**config.mk**
```make
export PLATFORM = sky130hd
export DESIGN_NAME = apb_soc_control
export DESIGN_NICKNAME = d
export VERILOG_FILES = /design/src/soc_ctrl_pkg.sv /design/src/apb_to_reg.sv /design/src/soc_ctrl_regs.sv /design/src/llc_perf_counters.sv /design/src/apb_soc_control.sv
export SDC_FILE = /design/constraint.sdc
export NUM_CORES = 1
export LEC_CHECK = 0
export BUFFER_PORTS_ARGS = -buffer_cell sky130_fd_sc_hd__buf_2
export CORE_ASPECT_RATIO = 2
export CORE_MARGIN = 4
export CORE_UTILIZATION = 50
export DETAILED_ROUTE_END_ITERATION = 16
export GPL_TIMING_DRIVEN = 0
export PLACE_DENSITY = 0.7
export SETUP_SLACK_MARGIN = 0.05
export SLEW_MARGIN = 30
export SYNTH_ARGS = -nofsm -noshare
export SYNTH_HDL_FRONTEND = slang
export SYNTH_HIERARCHICAL = 1
export SYNTH_SLANG_ARGS = --single-unit
export TNS_END_PERCENT = 100
```
**constraint.sdc**
```tcl
create_clock -name clk_i -period 9.6 [get_ports clk_i]
set_input_delay 0.48 -clock clk_i [delete_from_list [all_inputs] [get_ports clk_i]]
set_output_delay 0.48 -clock clk_i [all_outputs]
set_load 0.005 [all_outputs]
```
**src/soc_ctrl_pkg.sv**
```systemverilog
// ====================
// SoC control package
// Widths, register offsets and bus structs shared by the
// APB SoC control block, its register file and counters
// ====================
package soc_ctrl_pkg;

   // Base widths
   localparam int unsigned ADDR_W          = 32;
   localparam int unsigned DATA_W          = 32;
   localparam int unsigned KEY_W           = 128;
   localparam int unsigned CLK_SEL_W       = 2;

   // Logic-locking key storage, four words per key
   localparam int unsigned NUM_KEYS        = 4;
   localparam int unsigned KEY_WORDS       = 4;
   localparam int unsigned KEY_WORDS_TOTAL = NUM_KEYS * KEY_WORDS;

   localparam int unsigned NUM_LLC_EVENTS  = 4;

   typedef logic [ADDR_W-1:0]                   paddr_t;
   typedef logic [DATA_W-1:0]                   word_t;
   typedef logic [KEY_W-1:0]                    key_t;
   typedef logic [CLK_SEL_W-1:0]                clk_sel_t;
   typedef logic [$clog2(KEY_WORDS_TOTAL)-1:0]  key_idx_t;

   // Register map, byte offsets of 32-bit words
   localparam paddr_t ADDR_CLUSTER_CTRL    = 32'h00;
   localparam paddr_t ADDR_LLC_CACHE_START = 32'h04;
   localparam paddr_t ADDR_LLC_CACHE_END   = 32'h08;
   localparam paddr_t ADDR_LLC_SPM_START   = 32'h0C;
   localparam paddr_t ADDR_LLC_CNT_EN      = 32'h10;
   localparam paddr_t ADDR_LLC_RD_HIT      = 32'h14;
   localparam paddr_t ADDR_LLC_RD_MISS     = 32'h18;
   localparam paddr_t ADDR_LLC_WR_HIT      = 32'h1C;
   localparam paddr_t ADDR_LLC_WR_MISS     = 32'h20;
   localparam paddr_t ADDR_OT_CLK_SEL      = 32'h24;
   localparam paddr_t ADDR_OT_CLK_DIV      = 32'h28;
   localparam paddr_t ADDR_OT_CLK_GATE     = 32'h2C;
   localparam paddr_t ADDR_KEY_BASE        = 32'h30;
   // Everything from here up is unmapped
   localparam paddr_t ADDR_MAP_END         = 32'h70;

   typedef struct packed {
      logic   valid;
      logic   write;
      paddr_t addr;
      word_t  wdata;
   } reg_req_t;

   typedef struct packed {
      word_t  rdata;
      logic   error;
      logic   ready;
   } reg_rsp_t;

   // Listed MSB first so that reset_n lands on bit 0 of the register
   typedef struct packed {
      logic fetch_en;
      logic en_sa_boot;
      logic reset_n;
   } cluster_ctrl_t;

   typedef struct packed {
      logic read_hit;
      logic read_miss;
      logic write_hit;
      logic write_miss;
   } llc_events_t;

   typedef struct packed {
      word_t read_hit;
      word_t read_miss;
      word_t write_hit;
      word_t write_miss;
   } llc_counts_t;

endpackage

```
**src/apb_to_reg.sv**
```systemverilog
`timescale 1ns/100ps
// ====================
// APB to register bus bridge
// Turns the APB access phase into a one-cycle register request,
// returns the response on the APB signals and rejects access
// phases that were not preceded by a setup cycle
// ====================
module apb_to_reg (
   input  logic                   clk_i,
   input  logic                   rst_n_i,
   input  logic                   psel_i,
   input  logic                   penable_i,
   input  logic                   pwrite_i,
   input  soc_ctrl_pkg::paddr_t   paddr_i,
   input  soc_ctrl_pkg::word_t    pwdata_i,
   output soc_ctrl_pkg::word_t    prdata_o,
   output logic                   pready_o,
   output logic                   pslverr_o,
   output soc_ctrl_pkg::reg_req_t reg_req_o,
   input  soc_ctrl_pkg::reg_rsp_t reg_rsp_i
);
   import soc_ctrl_pkg::*;

   typedef enum logic [1:0] {
      APB_IDLE,
      APB_SETUP,
      APB_ACCESS
   } apb_state_e;

   apb_state_e state_q;
   apb_state_e state_d;
   logic       access_phase;
   logic       proto_err;
   logic       req_valid;

   assign access_phase = psel_i & penable_i;

   // An access phase is only legal right after a setup cycle
   assign proto_err = access_phase & (state_q != APB_SETUP);
   assign req_valid = access_phase & ~proto_err;

   always_comb begin
      state_d = APB_IDLE;
      if (psel_i && !penable_i) begin
         state_d = APB_SETUP;
      end else if (access_phase) begin
         state_d = APB_ACCESS;
      end
   end

   always_ff @(posedge clk_i or negedge rst_n_i) begin
      if (!rst_n_i) begin
         state_q <= APB_IDLE;
      end else begin
         state_q <= state_d;
      end
   end

   // Register file only sees word-aligned addresses
   always_comb begin
      reg_req_o.valid = req_valid;
      reg_req_o.write = pwrite_i;
      reg_req_o.addr  = {paddr_i[ADDR_W-1:2], 2'b00};
      reg_req_o.wdata = pwdata_i;
   end

   assign prdata_o  = (req_valid && !pwrite_i) ? reg_rsp_i.rdata : '0;
   assign pready_o  = reg_rsp_i.ready;
   assign pslverr_o = reg_rsp_i.error | proto_err;

endmodule

```
**src/soc_ctrl_regs.sv**
```systemverilog
`timescale 1ns/100ps
// ====================
// SoC control register file
// Address decode, software-writable control fields, key storage
// with pairwise XOR, and the read mux that also shows the LLC
// performance counters
// ====================
module soc_ctrl_regs (
   input  logic                        clk_i,
   input  logic                        rst_n_i,
   input  soc_ctrl_pkg::reg_req_t      reg_req_i,
   output soc_ctrl_pkg::reg_rsp_t      reg_rsp_o,
   input  soc_ctrl_pkg::llc_counts_t   llc_counts_i,
   output soc_ctrl_pkg::cluster_ctrl_t cluster_ctrl_o,
   output soc_ctrl_pkg::word_t         llc_cache_addr_start_o,
   output soc_ctrl_pkg::word_t         llc_cache_addr_end_o,
   output soc_ctrl_pkg::word_t         llc_spm_addr_start_o,
   output logic                        llc_cnt_en_o,
   output soc_ctrl_pkg::clk_sel_t      ot_clk_sel_o,
   output soc_ctrl_pkg::word_t         ot_clk_div_o,
   output logic                        ot_clk_div_qe_o,
   output logic                        ot_clk_gate_en_o,
   output soc_ctrl_pkg::key_t          xor_locking_blk_0_o,
   output soc_ctrl_pkg::key_t          xor_locking_blk_1_o
);
   import soc_ctrl_pkg::*;

   cluster_ctrl_t cluster_ctrl_q;
   word_t         llc_cache_start_q;
   word_t         llc_cache_end_q;
   word_t         llc_spm_start_q;
   logic          llc_cnt_en_q;
   clk_sel_t      ot_clk_sel_q;
   word_t         ot_clk_div_q;
   logic          ot_clk_div_qe_q;
   logic          ot_clk_gate_en_q;
   word_t         key_word_q [KEY_WORDS_TOTAL];
   key_t          key_val [NUM_KEYS];

   logic          addr_mapped;
   logic          addr_is_key;
   logic          wr_en;
   paddr_t        key_off;
   key_idx_t      key_idx;
   word_t         rdata;

   assign addr_mapped = reg_req_i.addr < ADDR_MAP_END;
   assign addr_is_key = addr_mapped && (reg_req_i.addr >= ADDR_KEY_BASE);

   // Key words are laid out back to back, four per key
   assign key_off = reg_req_i.addr - ADDR_KEY_BASE;
   assign key_idx = key_off[$bits(key_idx_t)+1:2];

   assign wr_en = reg_req_i.valid & reg_req_i.write & addr_mapped;

   // Control fields, each keeping only its own width of the write data
   always_ff @(posedge clk_i or negedge rst_n_i) begin
      if (!rst_n_i) begin
         cluster_ctrl_q    <= '0;
         llc_cache_start_q <= '0;
         llc_cache_end_q   <= '0;
         llc_spm_start_q   <= '0;
         llc_cnt_en_q      <= 1'b0;
         ot_clk_sel_q      <= '0;
         ot_clk_div_q      <= '0;
         ot_clk_div_qe_q   <= 1'b0;
         ot_clk_gate_en_q  <= 1'b0;
      end else begin
         // Pulse lines up with the first cycle of the new divider value
         ot_clk_div_qe_q <= wr_en && (reg_req_i.addr == ADDR_OT_CLK_DIV);
         if (wr_en) begin
            case (reg_req_i.addr)
               ADDR_CLUSTER_CTRL: begin
                  cluster_ctrl_q <= reg_req_i.wdata[$bits(cluster_ctrl_t)-1:0];
               end
               ADDR_LLC_CACHE_START: llc_cache_start_q <= reg_req_i.wdata;
               ADDR_LLC_CACHE_END:   llc_cache_end_q   <= reg_req_i.wdata;
               ADDR_LLC_SPM_START:   llc_spm_start_q   <= reg_req_i.wdata;
               ADDR_LLC_CNT_EN:      llc_cnt_en_q      <= reg_req_i.wdata[0];
               ADDR_OT_CLK_SEL:      ot_clk_sel_q      <= reg_req_i.wdata[CLK_SEL_W-1:0];
               ADDR_OT_CLK_DIV:      ot_clk_div_q      <= reg_req_i.wdata;
               ADDR_OT_CLK_GATE:     ot_clk_gate_en_q  <= reg_req_i.wdata[0];
               // Counter addresses are read-only and keys are handled below
               default: ;
            endcase
         end
      end
   end

   always_ff @(posedge clk_i or negedge rst_n_i) begin
      if (!rst_n_i) begin
         for (int i = 0; i < KEY_WORDS_TOTAL; i++) begin
            key_word_q[i] <= '0;
         end
      end else if (wr_en && addr_is_key) begin
         key_word_q[key_idx] <= reg_req_i.wdata;
      end
   end

   // Word w of a key holds bits 32w+31 down to 32w
   always_comb begin
      for (int k = 0; k < NUM_KEYS; k++) begin
         for (int w = 0; w < KEY_WORDS; w++) begin
            key_val[k][w*DATA_W +: DATA_W] = key_word_q[k*KEY_WORDS + w];
         end
      end
   end

   assign xor_locking_blk_0_o = key_val[0] ^ key_val[1];
   assign xor_locking_blk_1_o = key_val[2] ^ key_val[3];

   // Read mux, narrow fields come back zero-extended
   always_comb begin
      rdata = '0;
      case (reg_req_i.addr)
         ADDR_CLUSTER_CTRL:    rdata[$bits(cluster_ctrl_t)-1:0] = cluster_ctrl_q;
         ADDR_LLC_CACHE_START: rdata = llc_cache_start_q;
         ADDR_LLC_CACHE_END:   rdata = llc_cache_end_q;
         ADDR_LLC_SPM_START:   rdata = llc_spm_start_q;
         ADDR_LLC_CNT_EN:      rdata[0] = llc_cnt_en_q;
         ADDR_LLC_RD_HIT:      rdata = llc_counts_i.read_hit;
         ADDR_LLC_RD_MISS:     rdata = llc_counts_i.read_miss;
         ADDR_LLC_WR_HIT:      rdata = llc_counts_i.write_hit;
         ADDR_LLC_WR_MISS:     rdata = llc_counts_i.write_miss;
         ADDR_OT_CLK_SEL:      rdata[CLK_SEL_W-1:0] = ot_clk_sel_q;
         ADDR_OT_CLK_DIV:      rdata = ot_clk_div_q;
         ADDR_OT_CLK_GATE:     rdata[0] = ot_clk_gate_en_q;
         default: begin
            if (addr_is_key) begin
               rdata = key_word_q[key_idx];
            end
         end
      endcase
   end

   // Zero-wait slave, error only for accesses outside the map
   always_comb begin
      reg_rsp_o.rdata = rdata;
      reg_rsp_o.error = reg_req_i.valid & ~addr_mapped;
      reg_rsp_o.ready = 1'b1;
   end

   assign cluster_ctrl_o         = cluster_ctrl_q;
   assign llc_cache_addr_start_o = llc_cache_start_q;
   assign llc_cache_addr_end_o   = llc_cache_end_q;
   assign llc_spm_addr_start_o   = llc_spm_start_q;
   assign llc_cnt_en_o           = llc_cnt_en_q;
   assign ot_clk_sel_o           = ot_clk_sel_q;
   assign ot_clk_div_o           = ot_clk_div_q;
   assign ot_clk_div_qe_o        = ot_clk_div_qe_q;
   assign ot_clk_gate_en_o       = ot_clk_gate_en_q;

endmodule

```
**src/llc_perf_counters.sv**
```systemverilog
`timescale 1ns/100ps
// ====================
// LLC performance counters
// Four free-running 32-bit counters for LLC read/write hits and
// misses, advancing only while software enables them
// ====================
module llc_perf_counters (
   input  logic                      clk_i,
   input  logic                      rst_n_i,
   input  logic                      enable_i,
   input  soc_ctrl_pkg::llc_events_t events_i,
   output soc_ctrl_pkg::llc_counts_t counts_o
);
   import soc_ctrl_pkg::*;

   logic [NUM_LLC_EVENTS-1:0] event_vec;
   word_t                     cnt_q [NUM_LLC_EVENTS];

   // Events and counts share one field order, so event bit i feeds
   // counter word i
   assign event_vec = events_i;

   always_ff @(posedge clk_i or negedge rst_n_i) begin
      if (!rst_n_i) begin
         for (int i = 0; i < NUM_LLC_EVENTS; i++) begin
            cnt_q[i] <= '0;
         end
      end else begin
         for (int i = 0; i < NUM_LLC_EVENTS; i++) begin
            // Plain 32-bit add, so the count wraps on overflow
            if (enable_i && event_vec[i]) begin
               cnt_q[i] <= cnt_q[i] + 1'b1;
            end
         end
      end
   end

   always_comb begin
      for (int i = 0; i < NUM_LLC_EVENTS; i++) begin
         counts_o[i*DATA_W +: DATA_W] = cnt_q[i];
      end
   end

endmodule

```
**src/apb_soc_control.sv**
```systemverilog
`timescale 1ns/100ps
// ====================
// APB SoC control block
// Cluster boot controls, LLC windows and counters, second clock
// domain controls and logic-locking keys behind an APB slave
// ====================
module apb_soc_control (
   input  logic                        clk_i,
   input  logic                        rst_n_i,

   // APB slave
   input  logic                        psel_i,
   input  logic                        penable_i,
   input  logic                        pwrite_i,
   input  soc_ctrl_pkg::paddr_t        paddr_i,
   input  soc_ctrl_pkg::word_t         pwdata_i,
   output soc_ctrl_pkg::word_t         prdata_o,
   output logic                        pready_o,
   output logic                        pslverr_o,

   output soc_ctrl_pkg::cluster_ctrl_t cluster_ctrl_o,
   output soc_ctrl_pkg::word_t         llc_cache_addr_start_o,
   output soc_ctrl_pkg::word_t         llc_cache_addr_end_o,
   output soc_ctrl_pkg::word_t         llc_spm_addr_start_o,
   input  soc_ctrl_pkg::llc_events_t   llc_events_i,

   output soc_ctrl_pkg::clk_sel_t      ot_clk_sel_o,
   output soc_ctrl_pkg::word_t         ot_clk_div_o,
   output logic                        ot_clk_div_qe_o,
   output logic                        ot_clk_gate_en_o,

   output soc_ctrl_pkg::key_t          xor_locking_blk_0_o,
   output soc_ctrl_pkg::key_t          xor_locking_blk_1_o
);
   import soc_ctrl_pkg::*;

   reg_req_t    reg_req;
   reg_rsp_t    reg_rsp;
   llc_counts_t llc_counts;
   logic        llc_cnt_en;

   apb_to_reg i_apb_to_reg (
      .clk_i     ( clk_i     ),
      .rst_n_i   ( rst_n_i   ),
      .psel_i    ( psel_i    ),
      .penable_i ( penable_i ),
      .pwrite_i  ( pwrite_i  ),
      .paddr_i   ( paddr_i   ),
      .pwdata_i  ( pwdata_i  ),
      .prdata_o  ( prdata_o  ),
      .pready_o  ( pready_o  ),
      .pslverr_o ( pslverr_o ),
      .reg_req_o ( reg_req   ),
      .reg_rsp_i ( reg_rsp   )
   );

   soc_ctrl_regs i_soc_ctrl_regs (
      .clk_i                  ( clk_i                  ),
      .rst_n_i                ( rst_n_i                ),
      .reg_req_i              ( reg_req                ),
      .reg_rsp_o              ( reg_rsp                ),
      .llc_counts_i           ( llc_counts             ),
      .cluster_ctrl_o         ( cluster_ctrl_o         ),
      .llc_cache_addr_start_o ( llc_cache_addr_start_o ),
      .llc_cache_addr_end_o   ( llc_cache_addr_end_o   ),
      .llc_spm_addr_start_o   ( llc_spm_addr_start_o   ),
      .llc_cnt_en_o           ( llc_cnt_en             ),
      .ot_clk_sel_o           ( ot_clk_sel_o           ),
      .ot_clk_div_o           ( ot_clk_div_o           ),
      .ot_clk_div_qe_o        ( ot_clk_div_qe_o        ),
      .ot_clk_gate_en_o       ( ot_clk_gate_en_o       ),
      .xor_locking_blk_0_o    ( xor_locking_blk_0_o    ),
      .xor_locking_blk_1_o    ( xor_locking_blk_1_o    )
   );

   // Counter values come back to the register file for reads
   llc_perf_counters i_llc_perf_counters (
      .clk_i    ( clk_i        ),
      .rst_n_i  ( rst_n_i      ),
      .enable_i ( llc_cnt_en   ),
      .events_i ( llc_events_i ),
      .counts_o ( llc_counts   )
   );

endmodule

```
==> impl_metrics.json <==
{
  "outcome": "finished, final reports clean",
  "place_ws_ps": 3820,
  "finalMaxSlewViolations": 0,
  "cts_resized": 0,
  "grt_pass1_wl_um": 215000,
  "crit_path_start_kind": "input pin",
  "crit_path_frequent_cell": "clkbuf_1",
  "dp_hpwl_um": 117000,
  "cap_violations": 0,
  "multi_input_area_mm2": 0.0185,
  "yosys-top-cells-count": "dfrtp_1 (778), mux2_2 (568), xor2_1 (295)",
  "dp_cells": 4403,
  "finalPower_mw": 6.55,
  "leakage_nw": 24.5,
  "overflow": 0,
  "die-area_mm2": 0.0844,
  "grt_pass1_vias": 29300,
  "worst-slew-pin-transition_ps": 1070,
  "max-vdd-ir-drop_uv": 151,
  "fin_cells": 4537,
  "synth_largest_area_cell": "dfrtp_1",
  "skew_ps": 25.0,
  "slew_headroom": 0.287,
  "synth_most_common_cell": "dfrtp_1",
  "final_util": 0.582,
  "arrival_ps": 5490,
  "critPathRequiredTime_ps": 9120,
  "clk_pin_slew_worst_paths_ps": 70,
  "fillers": 6639,
  "async_flop_share": 1.00,
  "drt_iter0_markers": 2434,
  "io_buffers": 432,
  "nets": 3523,
  "core_area_mm2": 0.0791,
  "antenna_found_initial": 7,
  "drive_gt1_frac": 0.436,
  "hp-class": "input pin to flop",
  "final.setup.worst_slack_ps": 3630,
  "cp_num_buf_inv": 7,
  "clk_path_buf_depth": 3,
  "ys_seq_area_frac": 0.489,
  "drc": 0,
  "ioPinCount": 498,
  "synthTopCellsByArea": "dfrtp_1 (49%), mux2_2 (16%), mux4_2 (8.7%)",
  "ys_warn_count": 6,
  "grt_max_degree": 117,
  "finalHoldViolCount": 0,
  "gp_congestion": 1.06,
  "path_delay_family": "buffers and inverters",
  "crit_chain": "buf_4 -> buf_2 -> clkbuf_1 -> inv_1 -> ha_1 -> or3b_2 -> clkbuf_1 -> o22ai_1 -> o311ai_1 -> clkbuf_1 -> nand3_1 -> o211ai_1 -> nor3b_1 -> buf_2",
  "h-tree-depth": 3,
  "die_w_um": 207,
  "setup_violations": 0,
  "wl_um": 152000,
  "fmax_mhz": 167,
  "vias_per_cell": 6.21,
  "fin_crit_sh": 0.622,
  "clock_sinks": 778,
  "avgRoutedWirePerCell_um": 33.6,
  "max_stage_delay_ps": 730,
  "grt_use_total": 0.355,
  "drtPass1Iterations": 8,
  "synth_edf_count": 0,
  "clk_root_buffer_cell": "clkbuf_16",
  "endpoint_kind": "primary output",
  "hold_slack_ps": 96.8,
  "num_rows": 146,
  "ys_ff_latch": 778,
  "via_count": 28200,
  "synth-main-ff-cell": "dfrtp_1",
  "cts_buffers": 72,
  "critPathKind": "input pin to primary output",
  "p_per_area_mw_per_mm2": 142,
  "fp.dieH_um": 407,
  "start_util": 0.503,
  "synth_top_area_frac": 0.489,
  "syn2layout_area_growth_pct": 15.7,
  "syn-cell-area_mm2": 0.0398,
  "synthCells": 2921,
  "avgSynthCellArea_um2": 13.6,
  "crit_path_top_delay_cell": "clkbuf_1",
  "insertion_delay_ps": 660,
  "tritoncts": "done",
  "synthDistinctLibCells": 68,
  "fin_crit_ps": 5970,
  "seq_area_mm2": 0.0195,
  "grt_setup_unrepaired": "no",
  "crit_fanout": 10,
  "final_antenna_net_count": 0
}
[worst register-to-register path: cells and delay by family, from the launching register on]
kind / cells / cell delay (ps)
muxes: 1 / 390
buffers and inverters: 4 / 1010
DFF: 1 / 380
and+or+nand+nor: 3 / 1810
[path summary, 6_finish.rpt]
path	slack, ps	cells after the start	startpoint	endpoint
setup / recovery	3630	14	paddr_i[4]	prdata_o[31]
hold / removal	100	2	psel_i	i_apb_to_reg/state_q[0]$_DFF_PN0_
setup reg to reg	5860	8	i_apb_to_reg/state_q[1]$_DFF_PN0_	i_soc_ctrl_regs/llc_cache_addr_start_o[8]$_DFFE_PN0P_
hold reg to reg	480	1	i_llc_perf_counters/counts_o[95]$_DFFE_PN0P_	i_llc_perf_counters/counts_o[95]$_DFFE_PN0P_
max in group asynchronous	7440	5	rst_n_i	i_llc_perf_counters/counts_o[60]$_DFFE_PN0P_
min in group asynchronous	330	2	rst_n_i	i_soc_ctrl_regs/key_val[423]$_DFFE_PN0P_
[cells in the final DEF, fill, tap and decap left out, types with 67 or more instances in the layout]
cell / netlist / final
mux2_2: 568 / 568
mux2_1: 90 / 90
clkbuf_16: 0 / 74
nand3_1: 73 / 73
clkbuf_1: 124 / 124
xor2_1: 295 / 295
nand2_1: 67 / 67
buf_2: 46 / 485
mux4_2: 154 / 154
dfrtp_1: 778 / 778
xnor2_1: 86 / 86
buf_4: 69 / 70
[per-layer routing]
metal | part of all wire | GRT usage | vias to the layer above
li1 | - | - | 11600
met5 | 0.00016 | 0 | -
met1 | 0.34 | 0.392 | 14600
met3 | 0.096 | 0.107 | 460
met4 | 0.090 | 0.255 | 4
met2 | 0.48 | 0.586 | 1478
[power by group]
| part | internal, mW | switching (mW) |
|---|---|---|
| combinational | 0.0832 | 0.252 |
| clock | 1.61 | 1.33 |
| sequential | 3.28 | 0.000321 |
[per-stage QoR]
| step | setup TNS (ps) | instance area, µm² |
|---|---|---|
| after floorplan | 0 | 39800 |
| after global placement | -6865530 | 43300 |
| after detailed placement | 0 | 43700 |
| after CTS | 0 | 46000 |
| after global routing | 0 | 46000 |
| final | 0 | 46000 |
[flip-flops by register name, indices dropped and copies added (netlist names)]
| register | cells |
|---|---|
| i_soc_ctrl_regs/ot_clk_gate_en_o | 1 |
| i_soc_ctrl_regs/ot_clk_sel_o | 2 |
| i_soc_ctrl_regs/llc_spm_addr_start_o | 32 |
| i_soc_ctrl_regs/llc_cache_addr_end_o | 32 |
| i_soc_ctrl_regs/ot_clk_div_o | 32 |
| i_soc_ctrl_regs/cluster_ctrl_o | 3 |
| i_soc_ctrl_regs/llc_cnt_en_o | 1 |
| i_llc_perf_counters/counts_o | 128 |
| i_soc_ctrl_regs/llc_cache_addr_start_o | 32 |
| i_apb_to_reg/state_q | 2 |
| i_soc_ctrl_regs/key_val | 512 |
| i_soc_ctrl_regs/ot_clk_div_qe_o | 1 |
[repair_timing]
action	in CTS	in global routing
hold endpoints to repair	55	0
hold buffers	1	0
setup buffers	0	0
endpoints found under the setup margin	0	0
[cell families (layout without fill, tap and decap cells)]
kind of cell | after synthesis | after routing | share of synthesized area
simple gates | 406 | 406 | 0.0617
compound gates | 203 | 203 | 0.0385
fa+ha+maj | 8 | 8 | 0.00252
other cells | 2 | 5 | 0.000189
mux | 825 | 825 | 0.277
buf+inv | 318 | 895 | 0.0473
flops | 778 | 778 | 0.489
xor+xnor | 381 | 381 | 0.0839
[layout make-up]
| cell class | instances | share of cell area |
|---|---|---|
| inverters | 15 | 0.00122 |
| diodes | 2 | 0.000109 |
| flip-flops and latches | 778 | 0.423 |
| clock buffers | 106 | 0.0465 |
| multi-input cells | 1826 | 0.402 |
| well taps | 1036 | 0.0282 |
| plain buffers | 303 | 0.0403 |
| clock inverters | 25 | 0.00457 |
| repair buffers | 446 | 0.0541 |
No activity file was read; power rests on OpenSTA's default activity.
